File: src/backend_pkg.sv
`default_nettype none

package backend_pkg;

    localparam int xlen           = 32;
    localparam int dmem_words     = 256;
    localparam int dmem_addr_bits = 8;   // word index into the data SRAM
    localparam int reg_index_bits = 5;

    // major opcodes for the memory instructions
    localparam logic [6:0] opcode_load  = 7'b0000011;
    localparam logic [6:0] opcode_store = 7'b0100011;

    typedef enum logic [1:0] {
        kind_alu   = 2'd0,
        kind_load  = 2'd1,
        kind_store = 2'd2
    } mem_kind_e;

    // funct3 of loads and stores
    typedef enum logic [2:0] {
        lsw_byte   = 3'b000,
        lsw_half   = 3'b001,
        lsw_word   = 3'b010,
        lsw_byte_u = 3'b100,
        lsw_half_u = 3'b101
    } ls_width_e;

    typedef struct packed {
        logic [11:0] imm11_0;
        logic [4:0]  rs1;
        logic [2:0]  funct3;
        logic [4:0]  rd;
        logic [6:0]  opcode;
    } i_fmt_s;

    typedef struct packed {
        logic [6:0] imm11_5;
        logic [4:0] rs2;
        logic [4:0] rs1;
        logic [2:0] funct3;
        logic [4:0] imm4_0;
        logic [6:0] opcode;
    } s_fmt_s;

    // one instruction word, seen as a load or as a store
    typedef union packed {
        i_fmt_s i;
        s_fmt_s s;
    } rv_inst_u;

endpackage

`default_nettype wire

File: src/stage_if.sv
`timescale 1ns/1ps
`default_nettype none

// execute record into the MEM stage
interface mem_bus_if;
    import backend_pkg::*;

    logic                      valid;
    logic                      ready;
    mem_kind_e                 kind;
    rv_inst_u                  inst;
    logic [xlen-1:0]           pc;
    logic [xlen-1:0]           alu_result;
    logic [xlen-1:0]           store_data;
    logic [reg_index_bits-1:0] wreg_index;
    logic                      wreg_en;

    modport producer (output valid, kind, inst, pc, alu_result, store_data,
                      wreg_index, wreg_en, input ready);
    modport consumer (input valid, kind, inst, pc, alu_result, store_data,
                      wreg_index, wreg_en, output ready);
endinterface


`default_nettype wire

File: src/ex_capture.sv
`timescale 1ns/1ps
`default_nettype none

module ex_capture (
    input  logic                                   clk,
    input  logic                                   rst_n,
    input  logic                                   in_valid,
    output logic                                   in_ready,
    input  logic [backend_pkg::xlen-1:0]           in_inst,
    input  logic [backend_pkg::xlen-1:0]           in_pc,
    input  logic [backend_pkg::xlen-1:0]           in_alu_result,
    input  logic [backend_pkg::xlen-1:0]           in_store_data,
    input  logic [backend_pkg::reg_index_bits-1:0] in_wreg_index,
    input  logic                                   in_wreg_en,
    mem_bus_if.producer                            mb
);
    import backend_pkg::*;

    rv_inst_u  in_word;
    mem_kind_e in_kind;
    logic      load_en;
    logic      fire;

    assign in_word = in_inst;
    assign in_ready = mb.ready;   // ready passes straight through
    assign load_en = in_valid & mb.ready;
    assign fire = mb.valid & mb.ready;

    // kind from the major opcode
    always_comb begin
        if (in_word.i.opcode == opcode_load) begin
            in_kind = kind_load;
        end else if (in_word.i.opcode == opcode_store) begin
            in_kind = kind_store;
        end else begin
            in_kind = kind_alu;
        end
    end

    always_ff @(posedge clk) begin
        if (!rst_n) begin
            mb.valid <= 1'b0;
        end else if (load_en) begin
            mb.valid <= 1'b1;
        end else if (fire) begin
            mb.valid <= 1'b0;    // drained, nothing new behind it
        end
    end

    // payload, no reset needed
    always_ff @(posedge clk) begin
        if (load_en) begin
            mb.kind       <= in_kind;
            mb.inst       <= in_word;
            mb.pc         <= in_pc;
            mb.alu_result <= in_alu_result;
            mb.store_data <= in_store_data;
            mb.wreg_index <= in_wreg_index;
            mb.wreg_en    <= in_wreg_en & (in_kind != kind_store);  // stores never write back
        end
    end

endmodule

`default_nettype wire

File: src/flat_wrapper.sv
// flat-port wrapper written by rule: the top's interface ports become plain ports
module ex_capture_flat import backend_pkg::*;
  (clk, rst_n, in_valid, in_ready, in_inst, in_pc, in_alu_result, in_store_data, in_wreg_index, in_wreg_en, mb_valid, mb_kind, mb_inst, mb_pc, mb_alu_result, mb_store_data, mb_wreg_index, mb_wreg_en, mb_ready);
  mem_bus_if mb_i ();
  input  logic clk;
  input  logic rst_n;
  input  logic in_valid;
  output logic in_ready;
  input  logic [backend_pkg::xlen-1:0] in_inst;
  input  logic [backend_pkg::xlen-1:0] in_pc;
  input  logic [backend_pkg::xlen-1:0] in_alu_result;
  input  logic [backend_pkg::xlen-1:0] in_store_data;
  input  logic [backend_pkg::reg_index_bits-1:0] in_wreg_index;
  input  logic in_wreg_en;
  output wire logic [$bits(mb_i.valid)-1:0] mb_valid;
  output wire logic [$bits(mb_i.kind)-1:0] mb_kind;
  output wire logic [$bits(mb_i.inst)-1:0] mb_inst;
  output wire logic [$bits(mb_i.pc)-1:0] mb_pc;
  output wire logic [$bits(mb_i.alu_result)-1:0] mb_alu_result;
  output wire logic [$bits(mb_i.store_data)-1:0] mb_store_data;
  output wire logic [$bits(mb_i.wreg_index)-1:0] mb_wreg_index;
  output wire logic [$bits(mb_i.wreg_en)-1:0] mb_wreg_en;
  input wire logic [$bits(mb_i.ready)-1:0] mb_ready;
  assign mb_valid = mb_i.valid;
  assign mb_kind = mb_i.kind;
  assign mb_inst = mb_i.inst;
  assign mb_pc = mb_i.pc;
  assign mb_alu_result = mb_i.alu_result;
  assign mb_store_data = mb_i.store_data;
  assign mb_wreg_index = mb_i.wreg_index;
  assign mb_wreg_en = mb_i.wreg_en;
  assign mb_i.ready = mb_ready;
  ex_capture u_core (.clk(clk), .rst_n(rst_n), .in_valid(in_valid), .in_ready(in_ready), .in_inst(in_inst), .in_pc(in_pc), .in_alu_result(in_alu_result), .in_store_data(in_store_data), .in_wreg_index(in_wreg_index), .in_wreg_en(in_wreg_en), .mb(mb_i));
endmodule
File: config.mk
export PLATFORM = sky130hd
export DESIGN_NAME = ex_capture_flat
export DESIGN_NICKNAME = d
export VERILOG_FILES = /design/src/backend_pkg.sv /design/src/stage_if.sv /design/src/ex_capture.sv /design/src/flat_wrapper.sv
export SDC_FILE = /design/constraint.sdc
export NUM_CORES = 1
export LEC_CHECK = 0
export BUFFER_PORTS_ARGS = -buffer_cell sky130_fd_sc_hd__buf_2
export CAP_MARGIN = 20
export CORE_MARGIN = 2
export CORE_UTILIZATION = 37
export DETAILED_ROUTE_END_ITERATION = 8
export PLACE_DENSITY = 0.75
export SYNTH_ARGS = -nofsm -noshare
export SYNTH_HDL_FRONTEND = slang
export SYNTH_SLANG_ARGS = --single-unit
File: constraint.sdc
create_clock -name clk -period 5.03 [get_ports clk]
set_input_delay 1.509 -clock clk [delete_from_list [all_inputs] [get_ports clk]]
set_output_delay 1.509 -clock clk [all_outputs]
set_load 0.02 [all_outputs]
After elaboration in Yosys (flattened, before gate mapping) --
Cells that the tools add are included.
Operators by class: eq/ne operators 3, muxes and demuxes 4, bitwise gates (word level) 3, reductions and logical operators 1
Operator list (count):
- 7-bit by 2-bit == test with 1-bit output, second input constant | 1
- 7-bit by 6-bit == test with 1-bit output, second input constant | 1
- 2-bit two-way mux | 2
- 1-bit AND | 3
- 1-bit two-way mux | 2
- 2-bit inequality test, second input constant | 1
- 2-bit nonzero test | 1
Storage, ports and cells: register bits after elaboration 137, input bits 138, output and inout bits 138

Logic depth before layout (Yosys ltp) --
depth after elaboration 5, mapped depth 2

Worst setup path before layout --
Ideal clock, no wire load.
path type input to register, start in mb_ready, end reg u_core.mb.alu_result[0], enable pin, library setup time 0.512 ns, arrival 4.636 ns, required time 4.518 ns, slack -0.118 ns, cell stages on the path 1, cells stage by stage and2_1
On the way: longest elaborated chain between the ends 1
RTL lines:
- start, declared | RTL line flat_wrapper.sv:23 | input wire logic [$bits(mb_i.ready)-1:0] mb_ready;
- 1-bit AND | RTL line ex_capture.sv:26 | assign load_en = in_valid & mb.ready;
- end signal, assigned | RTL line ex_capture.sv:56 | mb.alu_result <= in_alu_result;
- end, declared | RTL line stage_if.sv:18 | modport producer (output valid, kind, inst, pc, alu_result, store_data,
No other way between the ends. A chain may end at the register's enable or synchronous reset.

Worst setup path after layout --
start in mb_ready, end out in_ready
RTL lines:
- end, declared | RTL line flat_wrapper.sv:8 | output logic in_ready;
No word-level cell between the ends.

==> impl_metrics.tcl <==
set metrics [dict create \
    status "finished clean" \
    r2r_cells 2 \
    fin_crit_ns 3.28 \
    syn_avg_cell_area_um2 28.4 \
    numCtsBuffers 17 \
    skew_ns 0 \
    crit_chain "buf_2 -> buf_2" \
    required_ns 3.52 \
    ioPinCount 276 \
    power.leakage_nw 2.71 \
    grt_max_degree 71 \
    powerDensity_nw_per_um2 458 \
    worst_setup_path_start_kind "primary input" \
    worst-setup-path-type "primary input to output port" \
    globalRouteOverflowTotal 0 \
    start_util 0.382 \
    cp_max_fo 3 \
    first_pass_iters 4 \
    dpl_worst_slack_ns 1.74 \
    routabilityCongestion 0.703 \
    worstMarginPinSlew_ns 0.900 \
    dieArea_um2 12100 \
    final-max-slew-violation-count 0 \
    io_buffers 275 \
    clock_latency_ns 0.40 \
    synth.distinct_cells 12 \
    switching_share 0.212 \
    cp.arrival_ns 1.77 \
    p_clk_frac 0.450 \
    layout_commonest_cell "buf_2" \
    fin_tns_setup_ns 0 \
    stdcell_count 593 \
    fill_cells 858 \
    cts_hold_buffers 0 \
    via_per_inst 4.25 \
    antenna_found_initial 0 \
    die_w_um 110 \
    max_stage_delay_ns 0.15 \
    rsz0062_at_grt "false" \
    clock-root-buffer "clkbuf_16" \
    power.switching_mw 0.619 \
    nNetsFinal 579 \
    row_count 38 \
    cts_max_path_buffers 2 \
    ys_ff_latch 137 \
    critPathTopFamily "buffers and inverters" \
    grt_pass1_vias 2592 \
    seqPwrFrac 0.465 \
    wl_per_cell_um 15.7 \
    ys_seq_area_frac 0.984 \
    path_depth 2 \
    critPathCaptureType "output port" \
    wirelength_mm 9.28 \
    setup_viol 0 \
    synth_cells 147 \
    cts_resized 0 \
    layout-drive-gt1-share 0.675 \
    cp_common_cell "buf_2" \
    core_um2 10900 \
    cts-htree-levels 4 \
    grt_usage 0.145 \
    mostFrequentLayoutCells "275 x buf_2, 136 x edfxtp_1, 17 x clkbuf_16" \
    clock-sinks 137 \
    cts_setup_buffers 0 \
    path_buf_inv 2 \
    synth_area_um2 4170 \
    clk_pin_slew_ns 0.05 \
    remaining_drc_errors 0 \
    power.internal_mw 2.30 \
    ant_nets 0 \
    slowest_stage "buf_2" \
    max_freq_ghz 0.305 \
    holdPathStages 2 \
    dp_hpwl_mm 6.91 \
    antennaDiodeCount 0 \
    slew_headroom 0.400 \
    drtIter0Drc 80 \
    area_growth_pct 52.7 \
    power_frac_comb 0.085 \
    synth_nets 285 \
    grt_pass1_wl_mm 12.4 \
    cts_tree "built" \
    period_share 0.653 \
    vdd_drop_max_mv 0.255 \
    place_inst 562 \
    ys_warn_count 0 \
    drv_cap 0 \
    hold_class "flop to flop" \
    routed-via-count 2521 \
    hold_viol_final 0 \
    setup_ws_ns 1.75 \
    fp.dieH_um 110 \
]
==> worst paths after layout <==
| check | startpoint | to | slack (ns) |
|---|---|---|---|
| worst max register to register | u_core.mb.valid | u_core.mb.valid | 4.34 |
| worst min register to register | u_core.mb.valid | u_core.mb.valid | 0.60 |
| worst min-delay path | u_core.mb.valid | u_core.mb.valid | 0.60 |
| worst max-delay path | mb_ready | in_ready | 1.75 |
==> tightest hold or removal path, cell delays in order (launching register included) <==
cell and delay [ns]:
dfxtp_1 0.33, nor2b_1 0.13, o21a_1 0.11
==> power by group through the flow <==
| stage | Sequential, mW | Clock (mW) | Combinational (mW) |
|---|---|---|---|
| after floorplan | 1.49 | 0 | 0.0182 |
| after global placement | 1.38 | 0 | 0.247 |
| after detailed placement | 1.38 | 0 | 0.250 |
| after CTS | 1.36 | 1.34 | 0.251 |
| after global routing | 1.37 | 1.39 | 0.265 |
| final | 1.36 | 1.31 | 0.247 |
==> layout make-up <==
class	instances	area (µm²)	area share
clock buffer	17	425	0.0668
clock inverter	14	205	0.0322
inverter	1	3.75	0.000589
multi-input combinational	8	60.1	0.00943
sequential	137	4100	0.644
tap	140	175	0.0275
timing repair buffer	276	1400	0.219
==> per-stage QoR <==
stage	area (µm²)	util	total power [mW]	hold slack, ns
after floorplan	4170	-	1.50	0.694
after CTS	6370	0.582	2.95	0.593
after global placement	5740	0.525	1.63	0.560
after detailed placement	5740	0.525	1.63	0.578
after global routing	6370	0.582	3.02	0.645
final	6370	0.582	2.92	0.596
==> kinds of logic after synthesis <==
kind of cell	synth area share
buf+inv	0.00270
simple gates	0.0105
compound gates	0.00330
flops	0.984
==> synthesized netlist by cell type <==
| cell | instances | share of area |
|---|---|---|
| edfxtp_1 | 136 | 0.98 |
| a31oi_1 | 1 | 0.0015 |
| and2_1 | 1 | 0.0015 |
| and3_1 | 1 | 0.0015 |
| and3b_1 | 1 | 0.0021 |
| and4bb_1 | 1 | 0.0030 |
| buf_4 | 1 | 0.0018 |
| dfxtp_1 | 1 | 0.0048 |
| inv_1 | 1 | 0.00090 |
| nor2_1 | 1 | 0.00090 |
| nor2b_1 | 1 | 0.0015 |
| o21a_1 | 1 | 0.0018 |
==> flip-flops by register name, indices dropped and copies added (netlist names) <==
name                  cells
u_core.mb.inst           32
u_core.mb.pc             32
u_core.mb.store_data     32
u_core.mb.wreg_index      5
u_core.mb.kind            2
u_core.mb.alu_result     32
u_core.mb.valid           1
u_core.mb.wreg_en         1
==> metal layers <==
layer,share of wire,vias to the layer above,GRT usage
li1,-,1185,-
met1,0.37,1154,0.152
met2,0.49,173,0.236
met3,0.13,9,0.0794
met4,0.013,0,0.0705
met5,0,-,0
Power figures use the tool's default switching activity.
