**src/backend_pkg.sv**
```systemverilog
`default_nettype none

package backend_pkg;

    localparam int xlen           = 32;
    localparam int dmem_words     = 256;
    localparam int dmem_addr_bits = 8;   // word index into the data SRAM
    localparam int reg_index_bits = 5;

    // major opcodes for the memory instructions
    localparam logic [6:0] opcode_load  = 7'b0000011;
    localparam logic [6:0] opcode_store = 7'b0100011;

    typedef enum logic [1:0] {
        kind_alu   = 2'd0,
        kind_load  = 2'd1,
        kind_store = 2'd2
    } mem_kind_e;

    // funct3 of loads and stores
    typedef enum logic [2:0] {
        lsw_byte   = 3'b000,
        lsw_half   = 3'b001,
        lsw_word   = 3'b010,
        lsw_byte_u = 3'b100,
        lsw_half_u = 3'b101
    } ls_width_e;

    typedef struct packed {
        logic [11:0] imm11_0;
        logic [4:0]  rs1;
        logic [2:0]  funct3;
        logic [4:0]  rd;
        logic [6:0]  opcode;
    } i_fmt_s;

    typedef struct packed {
        logic [6:0] imm11_5;
        logic [4:0] rs2;
        logic [4:0] rs1;
        logic [2:0] funct3;
        logic [4:0] imm4_0;
        logic [6:0] opcode;
    } s_fmt_s;

    // one instruction word, seen as a load or as a store
    typedef union packed {
        i_fmt_s i;
        s_fmt_s s;
    } rv_inst_u;

endpackage

`default_nettype wire

```
**src/stage_if.sv**
```systemverilog
`timescale 1ns/1ps
`default_nettype none


// MEM record into the WB stage
interface wb_bus_if;
    import backend_pkg::*;

    logic                      valid;
    logic                      ready;
    mem_kind_e                 kind;
    ls_width_e                 width;
    logic [1:0]                byte_offset;
    logic [xlen-1:0]           pc;
    logic [xlen-1:0]           result;
    logic [reg_index_bits-1:0] wreg_index;
    logic                      wreg_en;

    modport producer (output valid, kind, width, byte_offset, pc, result,
                      wreg_index, wreg_en, input ready);
    modport consumer (input valid, kind, width, byte_offset, pc, result,
                      wreg_index, wreg_en, output ready);
endinterface

`default_nettype wire

```
**src/load_align_wb.sv**
```systemverilog
`timescale 1ns/1ps
`default_nettype none

module load_align_wb (
    input  logic                                   clk,
    input  logic                                   rst_n,
    wb_bus_if.consumer                             wb,
    input  logic [backend_pkg::xlen-1:0]           rdata,
    output logic                                   out_valid,
    input  logic                                   out_ready,
    output logic                                   rf_we,
    output logic [backend_pkg::reg_index_bits-1:0] rf_waddr,
    output logic [backend_pkg::xlen-1:0]           rf_wdata,
    output logic [backend_pkg::xlen-1:0]           retire_pc
);
    import backend_pkg::*;

    logic            fresh;       // last edge let a new item in
    logic            first_cycle;
    logic [xlen-1:0] rdata_hold;
    logic [xlen-1:0] load_word;
    logic [xlen-1:0] shifted;
    logic [xlen-1:0] load_value;

    assign wb.ready = out_ready;

    always_ff @(posedge clk) begin
        if (!rst_n) begin
            fresh <= 1'b0;
        end else begin
            fresh <= out_ready;
        end
    end

    assign first_cycle = wb.valid & fresh;

    always_ff @(posedge clk) begin
        if (first_cycle) begin
            rdata_hold <= rdata;
        end
    end

    assign load_word = first_cycle ? rdata : rdata_hold;
    assign shifted = load_word >> {wb.byte_offset, 3'b000};

    // extract and extend
    always_comb begin
        case (wb.width)
            lsw_byte:   load_value = {{24{shifted[7]}}, shifted[7:0]};
            lsw_half:   load_value = {{16{shifted[15]}}, shifted[15:0]};
            lsw_byte_u: load_value = {24'h0, shifted[7:0]};
            lsw_half_u: load_value = {16'h0, shifted[15:0]};
            default:    load_value = load_word;
        endcase
    end

    assign out_valid = wb.valid;
    assign rf_we     = wb.valid & out_ready & wb.wreg_en & (wb.kind != kind_store);
    assign rf_waddr  = wb.wreg_index;
    assign rf_wdata  = (wb.kind == kind_load) ? load_value : wb.result;
    assign retire_pc = wb.pc;

endmodule

`default_nettype wire

```
**src/flat_wrapper.sv**
```systemverilog
// flat-port wrapper written by rule: the top's interface ports become plain ports
module load_align_wb_flat import backend_pkg::*;
  (clk, rst_n, rdata, out_valid, out_ready, rf_we, rf_waddr, rf_wdata, retire_pc, wb_valid, wb_kind, wb_width, wb_byte_offset, wb_pc, wb_result, wb_wreg_index, wb_wreg_en, wb_ready);
  wb_bus_if wb_i ();
  input  logic clk;
  input  logic rst_n;
  input  logic [backend_pkg::xlen-1:0] rdata;
  output logic out_valid;
  input  logic out_ready;
  output logic rf_we;
  output logic [backend_pkg::reg_index_bits-1:0] rf_waddr;
  output logic [backend_pkg::xlen-1:0] rf_wdata;
  output logic [backend_pkg::xlen-1:0] retire_pc;
  input wire logic [$bits(wb_i.valid)-1:0] wb_valid;
  input wire logic [$bits(wb_i.kind)-1:0] wb_kind;
  input wire logic [$bits(wb_i.width)-1:0] wb_width;
  input wire logic [$bits(wb_i.byte_offset)-1:0] wb_byte_offset;
  input wire logic [$bits(wb_i.pc)-1:0] wb_pc;
  input wire logic [$bits(wb_i.result)-1:0] wb_result;
  input wire logic [$bits(wb_i.wreg_index)-1:0] wb_wreg_index;
  input wire logic [$bits(wb_i.wreg_en)-1:0] wb_wreg_en;
  output wire logic [$bits(wb_i.ready)-1:0] wb_ready;
  assign wb_i.valid = wb_valid;
  assign wb_i.kind = wb_kind;
  assign wb_i.width = wb_width;
  assign wb_i.byte_offset = wb_byte_offset;
  assign wb_i.pc = wb_pc;
  assign wb_i.result = wb_result;
  assign wb_i.wreg_index = wb_wreg_index;
  assign wb_i.wreg_en = wb_wreg_en;
  assign wb_ready = wb_i.ready;
  load_align_wb u_core (.clk(clk), .rst_n(rst_n), .wb(wb_i), .rdata(rdata), .out_valid(out_valid), .out_ready(out_ready), .rf_we(rf_we), .rf_waddr(rf_waddr), .rf_wdata(rf_wdata), .retire_pc(retire_pc));
endmodule
```
**config.mk**
```make
export PLATFORM = sky130hd
export DESIGN_NAME = load_align_wb_flat
export DESIGN_NICKNAME = d
export VERILOG_FILES = /design/src/backend_pkg.sv /design/src/stage_if.sv /design/src/load_align_wb.sv /design/src/flat_wrapper.sv
export SDC_FILE = /design/constraint.sdc
export NUM_CORES = 1
export LEC_CHECK = 0
export ABC_AREA = 1
export ABC_CLOCK_PERIOD_IN_PS = 2940
export BUFFER_PORTS_ARGS = -buffer_cell sky130_fd_sc_hd__buf_2
export CAP_MARGIN = 40
export CORE_ASPECT_RATIO = 1.75
export CORE_MARGIN = 8
export CORE_UTILIZATION = 47
export CTS_CLUSTER_SIZE = 24
export DETAILED_ROUTE_END_ITERATION = 8
export HOLD_SLACK_MARGIN = 0.15
export PLACE_DENSITY = 0.95
export SLEW_MARGIN = 15
export SYNTH_ARGS = -nofsm -noshare
export SYNTH_HDL_FRONTEND = slang
export SYNTH_SLANG_ARGS = --single-unit
```
**constraint.sdc**
```tcl
create_clock -name clk -period 2.94 [get_ports clk]
set_input_delay 0 -clock clk [delete_from_list [all_inputs] [get_ports clk]]
set_output_delay 0 -clock clk [all_outputs]
set_load 0.02 [all_outputs]
```
======== Word-level counts from Yosys, hierarchy flattened ========
Cells that the tools add are included.
storage, ports and cells
  register bits after elaboration ......... 33
  logic and storage cells ................. 16
cells by class
  equality and inequality tests ........... 5
  shift operators ......................... 1
  muxes and demuxes ....................... 3
  bitwise logic cells ..................... 4
  reduce and logical (&&, ||, !) cells .... 1
operators by type and width
  operator                                                               number
  32-bit case mux with 4 select lines                                    1
  32-bit 2-to-1 mux                                                      2
  32-bit by 5-bit right shift with 16-bit output                         1
  3-bit equality test, second input constant                             2
  1-bit AND                                                              4
  3-bit by 1-bit equality test with 1-bit output, second input constant  1
  3-bit zero test                                                        1
  2-bit by 1-bit equality test with 1-bit output, second input constant  1
  2-bit inequality test, second input constant                           1

======== Depth between registers and ports, before layout ========
  word-level depth ........................ 5
  mapped depth ............................ 12

======== Worst setup path after synthesis ========
No wires, ideal clock.
  path kind ............................... reg-to-output
  start point ............................. reg u_core.fresh
  end point ............................... out rf_wdata[0] in the netlist's numbering
  arrival time ............................ 1405 ps
  required time ........................... 2940 ps
  slack ................................... 1535 ps
  cell stages (with the launch flop) ...... 10
  path through ............................ dfxtp_1 buf_6 nand2_8 buf_6 buf_6 nand2_1 nand2_1 o21ai_0 nor2_1 o21ai_1
between the ends
  longest elaborated chain between the ends .. 5
ends and longest elaborated chain
  element                                         RTL line             text
  start: declaration                              load_align_wb.sv:18  logic fresh;
  start signal: assignment                        load_align_wb.sv:31  fresh <= out_ready;
  1-bit AND *                                     load_align_wb.sv:35  assign first_cycle = wb.valid & fresh;
  32-bit 2-to-1 mux *                             load_align_wb.sv:43  assign load_word = first_cycle ? rdata : rdata_hold;
  32-bit by 5-bit right shift with 16-bit output  load_align_wb.sv:44  assign shifted = load_word >> {wb.byte_offset, 3'b000};
  32-bit case mux with 4 select lines *           load_align_wb.sv:48  case (wb.width)
  32-bit 2-to-1 mux *                             load_align_wb.sv:60  assign rf_wdata = (wb.kind == kind_load) ? load_value : wb.result;
  end: declaration                                flat_wrapper.sv:12   output logic [backend_pkg::xlen-1:0] rf_wdata;
Mark *: on every way between the ends. The rest lies on a longest branch, timed or not.

======== Worst setup path in the final report ========
  start point ............................. reg u_core.fresh
  end point ............................... out rf_wdata[9] in the netlist's numbering
The elaborated chain is that of the path after synthesis.

==> results.sh <==
export IMPL_outcome="complete, no violations"
export IMPL_rsz0062_at_grt="no"
export IMPL_dr_wl_met2_um=5760
export IMPL_totalWireLength_um=11300
export IMPL_yosysSeqAreaShare_pct=22.9
export IMPL_setup_ws_ps=558
export IMPL_antenna_found_initial=0
export IMPL_setup_worst_path_start="u_core.fresh"
export IMPL_fp_row_count=38
export IMPL_synth_distinct_cells=29
export IMPL_ioPinCount=185
export IMPL_clk_path_buf_depth=2
export IMPL_maxCapViolations=0
export IMPL_synth_warnings=0
export IMPL_p_per_area_nw_per_um2=421
export IMPL_drv_slew=0
export IMPL_grt_pass1_vias=3671
export IMPL_r2r_setup_slack_ps=1450
export IMPL_drt_iter0_drc=259
export IMPL_layout_common_cells="nand2_1, buf_2, dlygate4sd3_1"
export IMPL_drive_gt1_share_pct=28.3
export IMPL_dieArea_sq_um=9010
export IMPL_synthCells=477
export IMPL_layout_commonest_cell="nand2_1"
export IMPL_finalPower_w=0.00165
export IMPL_die_w_um=75.3
export IMPL_clk_latency_ps=280
export IMPL_wl_per_cell_um=16.4
export IMPL_wl_met1_um=3750
export IMPL_yosysTopAreaCellShare_pct=22.9
export IMPL_period_needed_ps=2380
export IMPL_max_slew_margin_pct=48.6
export IMPL_grt_usage_pct=24.5
export IMPL_die_y_um=120
export IMPL_avgSynthCellArea_sq_um=6.06
export IMPL_antenna_cells=0
export IMPL_synth_area_leaders="dfxtp_1, nand2_1, buf_4, inv_1, nand3_1"
export IMPL_drcViolationCount=0
export IMPL_r2r_start="u_core.fresh"
export IMPL_initial_utilization_pct=47.5
export IMPL_cts_sinks=33
export IMPL_fin_crit_sh_pct=81.0
export IMPL_synth_top_area_cell="dfxtp_1"
export IMPL_nNetsFinal=720
export IMPL_hold_class="input pin to flip-flop"
export IMPL_io_buffer_count=110
export IMPL_grt_overflow_total=0
export IMPL_cp_endpoint="rf_wdata[9]"
export IMPL_grt_pass1_wl_um=17300
export IMPL_endpoint_kind="output pin"
export IMPL_worst_clock_skew_ps=5.03
export IMPL_gp_congestion=0.904
export IMPL_required_ps=2940
export IMPL_worstMarginPinSlew_ps=768
export IMPL_cts_tree="done"
export IMPL_vias=3485
export IMPL_firstDrtPassIters=7
export IMPL_final_setup_viol_count=0
export IMPL_critPathArrivalTime_ps=2380
export IMPL_syn_num_nets=590
export IMPL_start_kind="flip-flop"
export IMPL_fillerInstances=532
export IMPL_highest_layer="met4"
export IMPL_p_leak_nw=2.22
export IMPL_area_growth_pct=35.8
export IMPL_ant_nets=0
export IMPL_path_class="flip-flop to output pin"
export IMPL_fmax_mhz=420
export IMPL_clk_pin_slew_worst_paths_ps=70
export IMPL_grt_max_degree=36
export IMPL_vias_per_cell=5.07
export IMPL_ys_ff_latch=33
export IMPL_r2r_end="u_core.rdata_hold[24]"
export IMPL_cts_root_buf="clkbuf_8"
export IMPL_core_sq_um=6090
export IMPL_cts_buffers=5
export IMPL_htreeDepth=2
export IMPL_synthesis_area_sq_um=2890
export IMPL_dpl_hpwl_um=7550
export IMPL_setup_tns_ps=0
export IMPL_ir_drop_mv=0.204
export IMPL_cts_resized=0
export IMPL_met3_length_um=1190
export IMPL_worstPathMaxFanout=35
export IMPL_post_route_util_pct=64.5
export IMPL_hold_viol=0
export IMPL_dp_slack_ps=1020
export IMPL_r2r_cells=5
-- final cells by class --
| cell class | count | area [sq um] | share of cell area (%) |
|---|---|---|---|
| clock buffers | 7 | 86.3 | 2.20 |
| clock inverters | 1 | 30.0 | 0.765 |
| inverters | 57 | 221 | 5.64 |
| multi-input cells | 328 | 1540 | 39.3 |
| flip-flops and latches | 33 | 661 | 16.8 |
| well taps | 80 | 100 | 2.55 |
| repair buffers | 182 | 1290 | 32.8 |
-- timing repair --
action / 4_1_cts / 5_1_grt
hold buffers: 70 / 0
hold endpoints to repair: 69 / 0
setup buffers: 0 / 0
-- synthesized netlist by cell type --
library cell,number
nor3_1,2
nand2_2,10
nand2_1,174
nor2_4,1
o21ai_1,7
dfxtp_1,33
or2_2,16
buf_6,7
o211ai_1,1
buf_2,2
nand2_4,2
buf_4,41
nor2_2,1
inv_2,5
nand3_1,33
dlygate4sd1_1,1
nor2_8,1
o21ai_0,11
inv_4,3
clkbuf_8,2
buf_8,1
nor2_1,33
a21oi_1,19
inv_1,49
and2_1,2
clkbuf_1,5
o2111a_1,1
nand2_8,1
nand3_2,13
-- metal layers --
layer / track usage [%] / vias up
met5: 0 / -
met4: 15.7 / 0
met3: 6.68 / 45
met2: 43.3 / 260
met1: 23.4 / 1507
li1: - / 1673
-- power by group --
group,switching [W],internal (W)
registers,0.0000235,0.000521
clock network,0.000168,0.000276
logic,0.000408,0.000255
-- through the flow --
| step | hold WS (ps) | instance area, sq um | std cells |
|---|---|---|---|
| after floorplan | 93.5 | 2890 | 477 |
| after global placement | 0.137 | 3080 | 609 |
| after detailed placement | 0.137 | 3080 | 609 |
| after CTS | 169 | 3900 | 687 |
| after global routing | 198 | 3930 | 688 |
| final | 181 | 3930 | 688 |
-- how the worst min path moves through the flow --
stage	from	endpoint	slack (ps)	cells after the start
after floorplan	out_ready	u_core.fresh	90	2
after global placement	wb_pc[10]	retire_pc[10]	0.1	0
after detailed placement	wb_pc[10]	retire_pc[10]	0.1	0
after CTS	rdata[7]	u_core.rdata_hold[7]	170	4
after global routing	rdata[7]	u_core.rdata_hold[7]	200	4
final	rdata[7]	u_core.rdata_hold[7]	180	4
-- sequential cells by signal (all words and copies together) (netlist names) --
register / cells
u_core.fresh: 1
u_core.rdata_hold: 32
-- cells by family (layout without fill, tap and decap cells) --
group / Yosys count / in the layout / synth area share [%]
flops: 33 / 33 / 22.9
buf+inv: 116 / 247 / 23.8
compound gates: 39 / 39 / 7.06
simple gates: 289 / 289 / 46.3
-- critical path, stage by stage, from the launching register on --
cell,delay [ps]
dfxtp_1,530
nand2_8,210
nand2_1,170
nand3_1,140
nand2_1,140
inv_1,60
nand2_2,100
nand2_4,160
nand2_2,240
nor2_1,70
nor2_1,100
buf_2,170
Power figures use the tool's default switching activity.
