[src/backend_pkg.sv]
`default_nettype none

package backend_pkg;

    localparam int xlen           = 32;
    localparam int dmem_words     = 256;
    localparam int dmem_addr_bits = 8;   // word index into the data SRAM
    localparam int reg_index_bits = 5;

    // major opcodes for the memory instructions
    localparam logic [6:0] opcode_load  = 7'b0000011;
    localparam logic [6:0] opcode_store = 7'b0100011;

    typedef enum logic [1:0] {
        kind_alu   = 2'd0,
        kind_load  = 2'd1,
        kind_store = 2'd2
    } mem_kind_e;

    // funct3 of loads and stores
    typedef enum logic [2:0] {
        lsw_byte   = 3'b000,
        lsw_half   = 3'b001,
        lsw_word   = 3'b010,
        lsw_byte_u = 3'b100,
        lsw_half_u = 3'b101
    } ls_width_e;

    typedef struct packed {
        logic [11:0] imm11_0;
        logic [4:0]  rs1;
        logic [2:0]  funct3;
        logic [4:0]  rd;
        logic [6:0]  opcode;
    } i_fmt_s;

    typedef struct packed {
        logic [6:0] imm11_5;
        logic [4:0] rs2;
        logic [4:0] rs1;
        logic [2:0] funct3;
        logic [4:0] imm4_0;
        logic [6:0] opcode;
    } s_fmt_s;

    // one instruction word, seen as a load or as a store
    typedef union packed {
        i_fmt_s i;
        s_fmt_s s;
    } rv_inst_u;

endpackage

`default_nettype wire

[src/stage_if.sv]
`timescale 1ns/1ps
`default_nettype none

// execute record into the MEM stage
interface mem_bus_if;
    import backend_pkg::*;

    logic                      valid;
    logic                      ready;
    mem_kind_e                 kind;
    rv_inst_u                  inst;
    logic [xlen-1:0]           pc;
    logic [xlen-1:0]           alu_result;
    logic [xlen-1:0]           store_data;
    logic [reg_index_bits-1:0] wreg_index;
    logic                      wreg_en;

    modport producer (output valid, kind, inst, pc, alu_result, store_data,
                      wreg_index, wreg_en, input ready);
    modport consumer (input valid, kind, inst, pc, alu_result, store_data,
                      wreg_index, wreg_en, output ready);
endinterface

// MEM record into the WB stage
interface wb_bus_if;
    import backend_pkg::*;

    logic                      valid;
    logic                      ready;
    mem_kind_e                 kind;
    ls_width_e                 width;
    logic [1:0]                byte_offset;
    logic [xlen-1:0]           pc;
    logic [xlen-1:0]           result;
    logic [reg_index_bits-1:0] wreg_index;
    logic                      wreg_en;

    modport producer (output valid, kind, width, byte_offset, pc, result,
                      wreg_index, wreg_en, input ready);
    modport consumer (input valid, kind, width, byte_offset, pc, result,
                      wreg_index, wreg_en, output ready);
endinterface

`default_nettype wire

[src/mem_access.sv]
`timescale 1ns/1ps
`default_nettype none

module mem_access (
    input  logic                                   clk,
    input  logic                                   rst_n,
    mem_bus_if.consumer                            mb,
    wb_bus_if.producer                             wb,
    output logic [backend_pkg::xlen-1:0]           addr,
    output logic                                   en,
    output logic                                   we,
    output logic [3:0]                             wmask,
    output logic [backend_pkg::xlen-1:0]           wdata,
    output logic                                   bypass_valid,
    output logic [backend_pkg::reg_index_bits-1:0] bypass_index,
    output logic [backend_pkg::xlen-1:0]           bypass_data
);
    import backend_pkg::*;

    ls_width_e                 width;
    logic [1:0]                offset;
    logic                      xfer;
    logic                      is_load;
    logic                      is_store;
    logic [3:0]                lane_mask;
    logic [reg_index_bits-1:0] dest_index;

    assign width    = ls_width_e'(mb.inst.s.funct3);  // same field in both views
    assign offset   = mb.alu_result[1:0];
    assign xfer     = mb.valid & wb.ready;
    assign is_load  = (mb.kind == kind_load);
    assign is_store = (mb.kind == kind_store);

    // loads name their destination in rd
    assign dest_index = is_load ? mb.inst.i.rd : mb.wreg_index;

    assign mb.ready = wb.ready;

    // byte lanes touched by the access
    always_comb begin
        case (width)
            lsw_byte, lsw_byte_u: lane_mask = 4'b0001 << offset;
            lsw_half, lsw_half_u: lane_mask = offset[1] ? 4'b1100 : 4'b0011;
            default:              lane_mask = 4'b1111;
        endcase
    end

    // replicate store data so every lane carries the right bytes
    always_comb begin
        case (width)
            lsw_byte, lsw_byte_u: wdata = {4{mb.store_data[7:0]}};
            lsw_half, lsw_half_u: wdata = {2{mb.store_data[15:0]}};
            default:              wdata = mb.store_data;
        endcase
    end

    assign addr  = mb.alu_result;
    assign en    = xfer & (is_load | is_store);  // once per item, on transfer
    assign wmask = (xfer & is_store) ? lane_mask : 4'b0000;
    assign we    = |wmask;

    always_ff @(posedge clk) begin
        if (!rst_n) begin
            wb.valid <= 1'b0;
        end else if (xfer) begin
            wb.valid <= 1'b1;
        end else if (wb.valid & wb.ready) begin
            wb.valid <= 1'b0;
        end
    end

    always_ff @(posedge clk) begin
        if (xfer) begin
            wb.kind        <= mb.kind;
            wb.pc          <= mb.pc;
            wb.result      <= mb.alu_result;
            wb.wreg_index  <= dest_index;
            wb.wreg_en     <= mb.wreg_en;
            wb.width       <= is_load ? width : lsw_word;  // only loads need extraction
            wb.byte_offset <= is_load ? offset : 2'b00;
        end
    end

    // a load value is not known yet in MEM
    assign bypass_valid = mb.valid & mb.wreg_en & (mb.kind == kind_alu);
    assign bypass_index = mb.wreg_index;
    assign bypass_data  = mb.alu_result;

endmodule

`default_nettype wire

[src/flat_wrapper.sv]
// flat-port wrapper written by rule: the top's interface ports become plain ports
module mem_access_flat import backend_pkg::*;
  (clk, rst_n, addr, en, we, wmask, wdata, bypass_valid, bypass_index, bypass_data, mb_valid, mb_kind, mb_inst, mb_pc, mb_alu_result, mb_store_data, mb_wreg_index, mb_wreg_en, mb_ready, wb_valid, wb_kind, wb_width, wb_byte_offset, wb_pc, wb_result, wb_wreg_index, wb_wreg_en, wb_ready);
  mem_bus_if mb_i ();
  wb_bus_if wb_i ();
  input  logic clk;
  input  logic rst_n;
  output logic [backend_pkg::xlen-1:0] addr;
  output logic en;
  output logic we;
  output logic [3:0] wmask;
  output logic [backend_pkg::xlen-1:0] wdata;
  output logic bypass_valid;
  output logic [backend_pkg::reg_index_bits-1:0] bypass_index;
  output logic [backend_pkg::xlen-1:0] bypass_data;
  input wire logic [$bits(mb_i.valid)-1:0] mb_valid;
  input wire logic [$bits(mb_i.kind)-1:0] mb_kind;
  input wire logic [$bits(mb_i.inst)-1:0] mb_inst;
  input wire logic [$bits(mb_i.pc)-1:0] mb_pc;
  input wire logic [$bits(mb_i.alu_result)-1:0] mb_alu_result;
  input wire logic [$bits(mb_i.store_data)-1:0] mb_store_data;
  input wire logic [$bits(mb_i.wreg_index)-1:0] mb_wreg_index;
  input wire logic [$bits(mb_i.wreg_en)-1:0] mb_wreg_en;
  output wire logic [$bits(mb_i.ready)-1:0] mb_ready;
  output wire logic [$bits(wb_i.valid)-1:0] wb_valid;
  output wire logic [$bits(wb_i.kind)-1:0] wb_kind;
  output wire logic [$bits(wb_i.width)-1:0] wb_width;
  output wire logic [$bits(wb_i.byte_offset)-1:0] wb_byte_offset;
  output wire logic [$bits(wb_i.pc)-1:0] wb_pc;
  output wire logic [$bits(wb_i.result)-1:0] wb_result;
  output wire logic [$bits(wb_i.wreg_index)-1:0] wb_wreg_index;
  output wire logic [$bits(wb_i.wreg_en)-1:0] wb_wreg_en;
  input wire logic [$bits(wb_i.ready)-1:0] wb_ready;
  assign mb_i.valid = mb_valid;
  assign mb_i.kind = mb_kind;
  assign mb_i.inst = mb_inst;
  assign mb_i.pc = mb_pc;
  assign mb_i.alu_result = mb_alu_result;
  assign mb_i.store_data = mb_store_data;
  assign mb_i.wreg_index = mb_wreg_index;
  assign mb_i.wreg_en = mb_wreg_en;
  assign mb_ready = mb_i.ready;
  assign wb_valid = wb_i.valid;
  assign wb_kind = wb_i.kind;
  assign wb_width = wb_i.width;
  assign wb_byte_offset = wb_i.byte_offset;
  assign wb_pc = wb_i.pc;
  assign wb_result = wb_i.result;
  assign wb_wreg_index = wb_i.wreg_index;
  assign wb_wreg_en = wb_i.wreg_en;
  assign wb_i.ready = wb_ready;
  mem_access u_core (.clk(clk), .rst_n(rst_n), .mb(mb_i), .wb(wb_i), .addr(addr), .en(en), .we(we), .wmask(wmask), .wdata(wdata), .bypass_valid(bypass_valid), .bypass_index(bypass_index), .bypass_data(bypass_data));
endmodule
[config.mk]
export PLATFORM = sky130hd
export DESIGN_NAME = mem_access_flat
export DESIGN_NICKNAME = d
export VERILOG_FILES = /design/src/backend_pkg.sv /design/src/stage_if.sv /design/src/mem_access.sv /design/src/flat_wrapper.sv
export SDC_FILE = /design/constraint.sdc
export NUM_CORES = 1
export LEC_CHECK = 0
export BUFFER_PORTS_ARGS = -buffer_cell sky130_fd_sc_hd__buf_2
export CORE_AREA = 2 2 127 129
export DETAILED_ROUTE_END_ITERATION = 6
export DIE_AREA = 0 0 129 131
export GPL_TIMING_DRIVEN = 0
export SLEW_MARGIN = 10
export SYNTH_ARGS = -nofsm -noshare
export SYNTH_HDL_FRONTEND = slang
export SYNTH_SLANG_ARGS = --single-unit
export TNS_END_PERCENT = 5
[constraint.sdc]
create_clock -name clk -period 3.6 [get_ports clk]
set_input_delay 0.36 -clock clk [delete_from_list [all_inputs] [get_ports clk]]
set_output_delay 0.36 -clock clk [all_outputs]
set_load 0.03 [all_outputs]
* Word level (Yosys, flattened, before mapping)
Cells that the tools add are included.
Cells by class: eq/ne operators 5, shift operators 1, mux-type cells 7, bitwise gates (word level) 7, reductions and logical operators 6
Operators with widths (count):
- $pmux 32 s2 | 1
- $mux 4 | 2
- $pmux 4 s2 | 1
- $and 1x1->1 | 6
- $eq 3x3->1 const B | 2
- $mux 5 | 1
- $reduce_or 2->1 | 2
- $reduce_or 4->1 | 1
- $shl 1x2->4 const A | 1
- $eq 3x1->1 const B | 1
- $logic_not 3->1 | 1
- $eq 2x1->1 const B | 1
- $eq 2x2->1 const B | 1
- $logic_not 2->1 | 1
- $mux 1 | 2
- $reduce_bool 2->1 | 1
- $or 1x1->1 | 1
Storage, ports and cells: bits in registers 78, input bits 140, output and inout port bits 187, word-level logic and storage cells 34

* Depth between registers and ports, before layout
depth after elaboration 5, depth in mapped cells 4

* Worst setup path after synthesis
Ideal clock, no wire load.
path type input to output, start input wb_ready, end output wmask[1], arrival 3174 ps, data required time 3240 ps, setup slack 66 ps, stages 3, cells stage by stage and2_1 nand2_1 a21oi_1
Between the ends: longest elaborated chain between the ends 3
RTL lines:
- from (decl) | RTL line flat_wrapper.sv:33 | input wire logic [$bits(wb_i.ready)-1:0] wb_ready;
- $and 1x1->1 | RTL line mem_access.sv:30 | assign xfer = mb.valid & wb.ready;
- $and 1x1->1 | RTL line mem_access.sv:59 | assign wmask = (xfer & is_store) ? lane_mask : 4'b0000;
- $mux 4 | RTL line mem_access.sv:59
- to (decl) | RTL line flat_wrapper.sv:11 | output logic [3:0] wmask;
Every way passes these cells.

* Worst setup path after layout
start input wb_ready, end output wmask[1]
Between the ends: longest elaborated chain between the ends 3
RTL lines:
- $and 1x1->1 | RTL line mem_access.sv:30
- net u_core.xfer | RTL line mem_access.sv:22 | logic xfer;
- $and 1x1->1 | RTL line mem_access.sv:59
- $mux 4 | RTL line mem_access.sv:59
The timed path passes the listed nets, and every way through them passes these cells.

==> flow_summary.json <==
{
  "grt_pass1_wl_mm": 13.34,
  "avgSynthCellArea_um2": 14.94,
  "placed_area_um2": 5318,
  "yosysSeqAreaShare_pct": 66.43,
  "async_reset_ff_share_pct": 0,
  "drc": 0,
  "whs_ns": 0.1936,
  "hpwl_mm": 8.115,
  "grt_antenna_before_repair": 0,
  "post_cts_buffers": 0,
  "grt.overflow.total": 0,
  "ant_nets": 0,
  "worstSkewPairLatency_ns": 0.33,
  "worstPathRequired_ns": 3.24,
  "dieArea_um2": 16900,
  "die_h_um": 131,
  "stdcell_area_um2": 5592,
  "cp_slowest_stage_delay_ns": 0.41,
  "p_sw_share_pct": 30.76,
  "via_per_inst": 3.735,
  "seqPwrFrac_pct": 42.8,
  "cts_buffers": 9,
  "dominantRegCellSynth": "edfxtp_1",
  "die_width_um": 129,
  "initial_utilization_pct": 22.51,
  "rows": 46,
  "clk_path_buf_depth": 2,
  "power.share.clock_pct": 32.8,
  "post_drt_wl_per_cell_um": 13.05,
  "layout_common_cells": "304 x buf_2, 80 x buf_4, 77 x edfxtp_1, 21 x mux2_2, 10 x nand2_1",
  "setup_viol_count_final": 0,
  "rsz0062_at_grt": "false",
  "num-nets-final": 691,
  "drive_gt1_share_pct": 76.49,
  "gp_congestion": 0.7956,
  "period_needed_ns": 1.864,
  "period_share_pct": 51.77,
  "outcome": "finished clean",
  "coreArea_um2": 15600,
  "finalMaxSlewViolations": 0,
  "crit_slowest_cell": "and2_4",
  "cap_violations": 0,
  "tritoncts": "yes",
  "final_common_cell": "buf_2",
  "yosysWarnings": 0,
  "synth_edf_count": 77,
  "cts_hold_buffers": 0,
  "power.leakage_nw": 2.732,
  "grt_max_degree": 54,
  "grt_pass1_vias": 2609,
  "htreeDepth": 3,
  "fmax_mhz": 536.6,
  "dr_total_vias": 2872,
  "power_frac_comb_pct": 24.4,
  "p_int_mw": 1.748,
  "worst-slew-pin-transition_ns": 0.4211,
  "critPathTopFamily": "simple AND/OR/NAND/NOR gates",
  "grt_util_all_layers_pct": 10.64,
  "synth-seq-cells": 78,
  "netlist_instances": 235,
  "portBuffers": 301,
  "min_path_type": "primary input to register",
  "cts_num_sinks": 78,
  "cts_resized": 0,
  "relSlewSlack_pct": 71.92,
  "ios": 327,
  "clock_skew_ns": 0,
  "netlist_area_um2": 3511,
  "cp_num_buf_inv": 2,
  "p_per_area_nw_per_um2": 451.4,
  "switchingPower_mw": 0.7763,
  "yosysUniqueCellTypes": 19,
  "cp.arrival_ns": 1.50,
  "final-hold-violation-count": 0,
  "num_antenna_cells": 0,
  "root_buffer": "clkbuf_16",
  "ir_worst_vdd_v": 0.0001846,
  "cts.clk_slew.worst_paths_ns": 0.06,
  "dr.pass1.iters": 4,
  "path_cells": "buf_2, and2_4, nand2_1, a21oi_1, buf_2",
  "crit_path_max_fanout": 27,
  "drt_iter0_drc": 60,
  "synthToLayoutAreaGrowth_pct": 59.27,
  "synth_nets": 378,
  "endpoint_kind": "primary output",
  "crit_top_cell": "buf_2",
  "drt_wl_total_mm": 10.03,
  "cp-start-kind": "primary input",
  "crit_type": "primary input to primary output"
}
-- cell usage after synthesis (3+ instances only) --
cell type / n / area share (%)
buf_4: 80 / 17
ha_1: 3 / 1.1
and2_1: 5 / 0.89
o21ai_0: 3 / 0.43
mux2_2: 21 / 6.7
inv_1: 5 / 0.53
nand2_1: 10 / 1.1
edfxtp_1: 77 / 66
mux2i_1: 8 / 2.3
a21oi_1: 4 / 0.57
o21ai_1: 7 / 1.0
buf_2: 3 / 0.43
-- layout make-up --
class | count | area (µm²)
Multi-Input combinational cell | 69 | 546.8
Tap cell | 216 | 270.3
Sequential cell | 78 | 2332
Fill cell | 1523 | 10010
Inverter | 5 | 18.77
Clock buffer | 9 | 225.2
Buffer | 83 | 615.6
Timing Repair Buffer | 302 | 1534
Clock inverter | 7 | 48.80
-- power by group through the flow --
stage          clock [mW]  sequential, mW  combinational, mW
2_1_floorplan           0            1.23              0.276
3_3_place_gp            0            1.10              0.613
5_1_grt             0.913            1.08              0.651
6_report            0.829            1.08              0.616
4_1_cts             0.872            1.08              0.623
3_5_place_dp            0            1.10              0.622
-- kinds of logic after synthesis --
family,synth area share [%]
multiplexers,9.017
buffers and inverters,18.07
flip-flops,66.43
AO/OA/AOI/OAI,2.209
adder cells (fa/ha/maj),1.069
AND/OR/NAND/NOR,3.208
-- sequential cells by signal (all words and copies together), names as in the netlist --
register,count
u_core.wb.byte_offset,2
u_core.wb.result,32
u_core.wb.wreg_index,5
u_core.wb.kind,2
u_core.wb.width,3
u_core.wb.pc,32
u_core.wb.wreg_en,1
u_core.wb.valid,1
-- routing by layer --
| layer | up-vias | wire (µm) | global-route usage [%] |
|---|---|---|---|
| met4 | 0 | 130 | 4.220 |
| met2 | 192 | 5358 | 20.01 |
| met3 | 8 | 825 | 3.257 |
| met1 | 1291 | 3719 | 11.07 |
| li1 | 1381 | - | - |
| met5 | - | 0 | 0 |
-- through the flow --
step | std cells | utilization (%) | total power [mW] | setup slack [ns] | setup TNS [ns]
6_report | 769 | 35.85 | 2.524 | 1.736 | 0
5_1_grt | 769 | 35.85 | 2.649 | 1.576 | 0
4_1_cts | 769 | 35.85 | 2.575 | 1.670 | 0
3_5_place_dp | 753 | 34.09 | 1.721 | 1.668 | 0
3_3_place_gp | 752 | 33.90 | 1.714 | -1.099 | -5.160
2_1_floorplan | 235 | - | 1.503 | 0.06582 | 0
-- final timing paths --
kind                                      start              end  slack (ns)  cells past startpoint
worst max-delay path                   wb_ready         wmask[1]        1.74                      5
worst min-delay path                   mb_pc[0]  u_core.wb.pc[0]        0.19                      1
worst max register to register  u_core.wb.valid  u_core.wb.valid        2.92                      2
worst min register to register  u_core.wb.valid  u_core.wb.valid        0.58                      2
No activity file was read; power rests on OpenSTA's default activity.
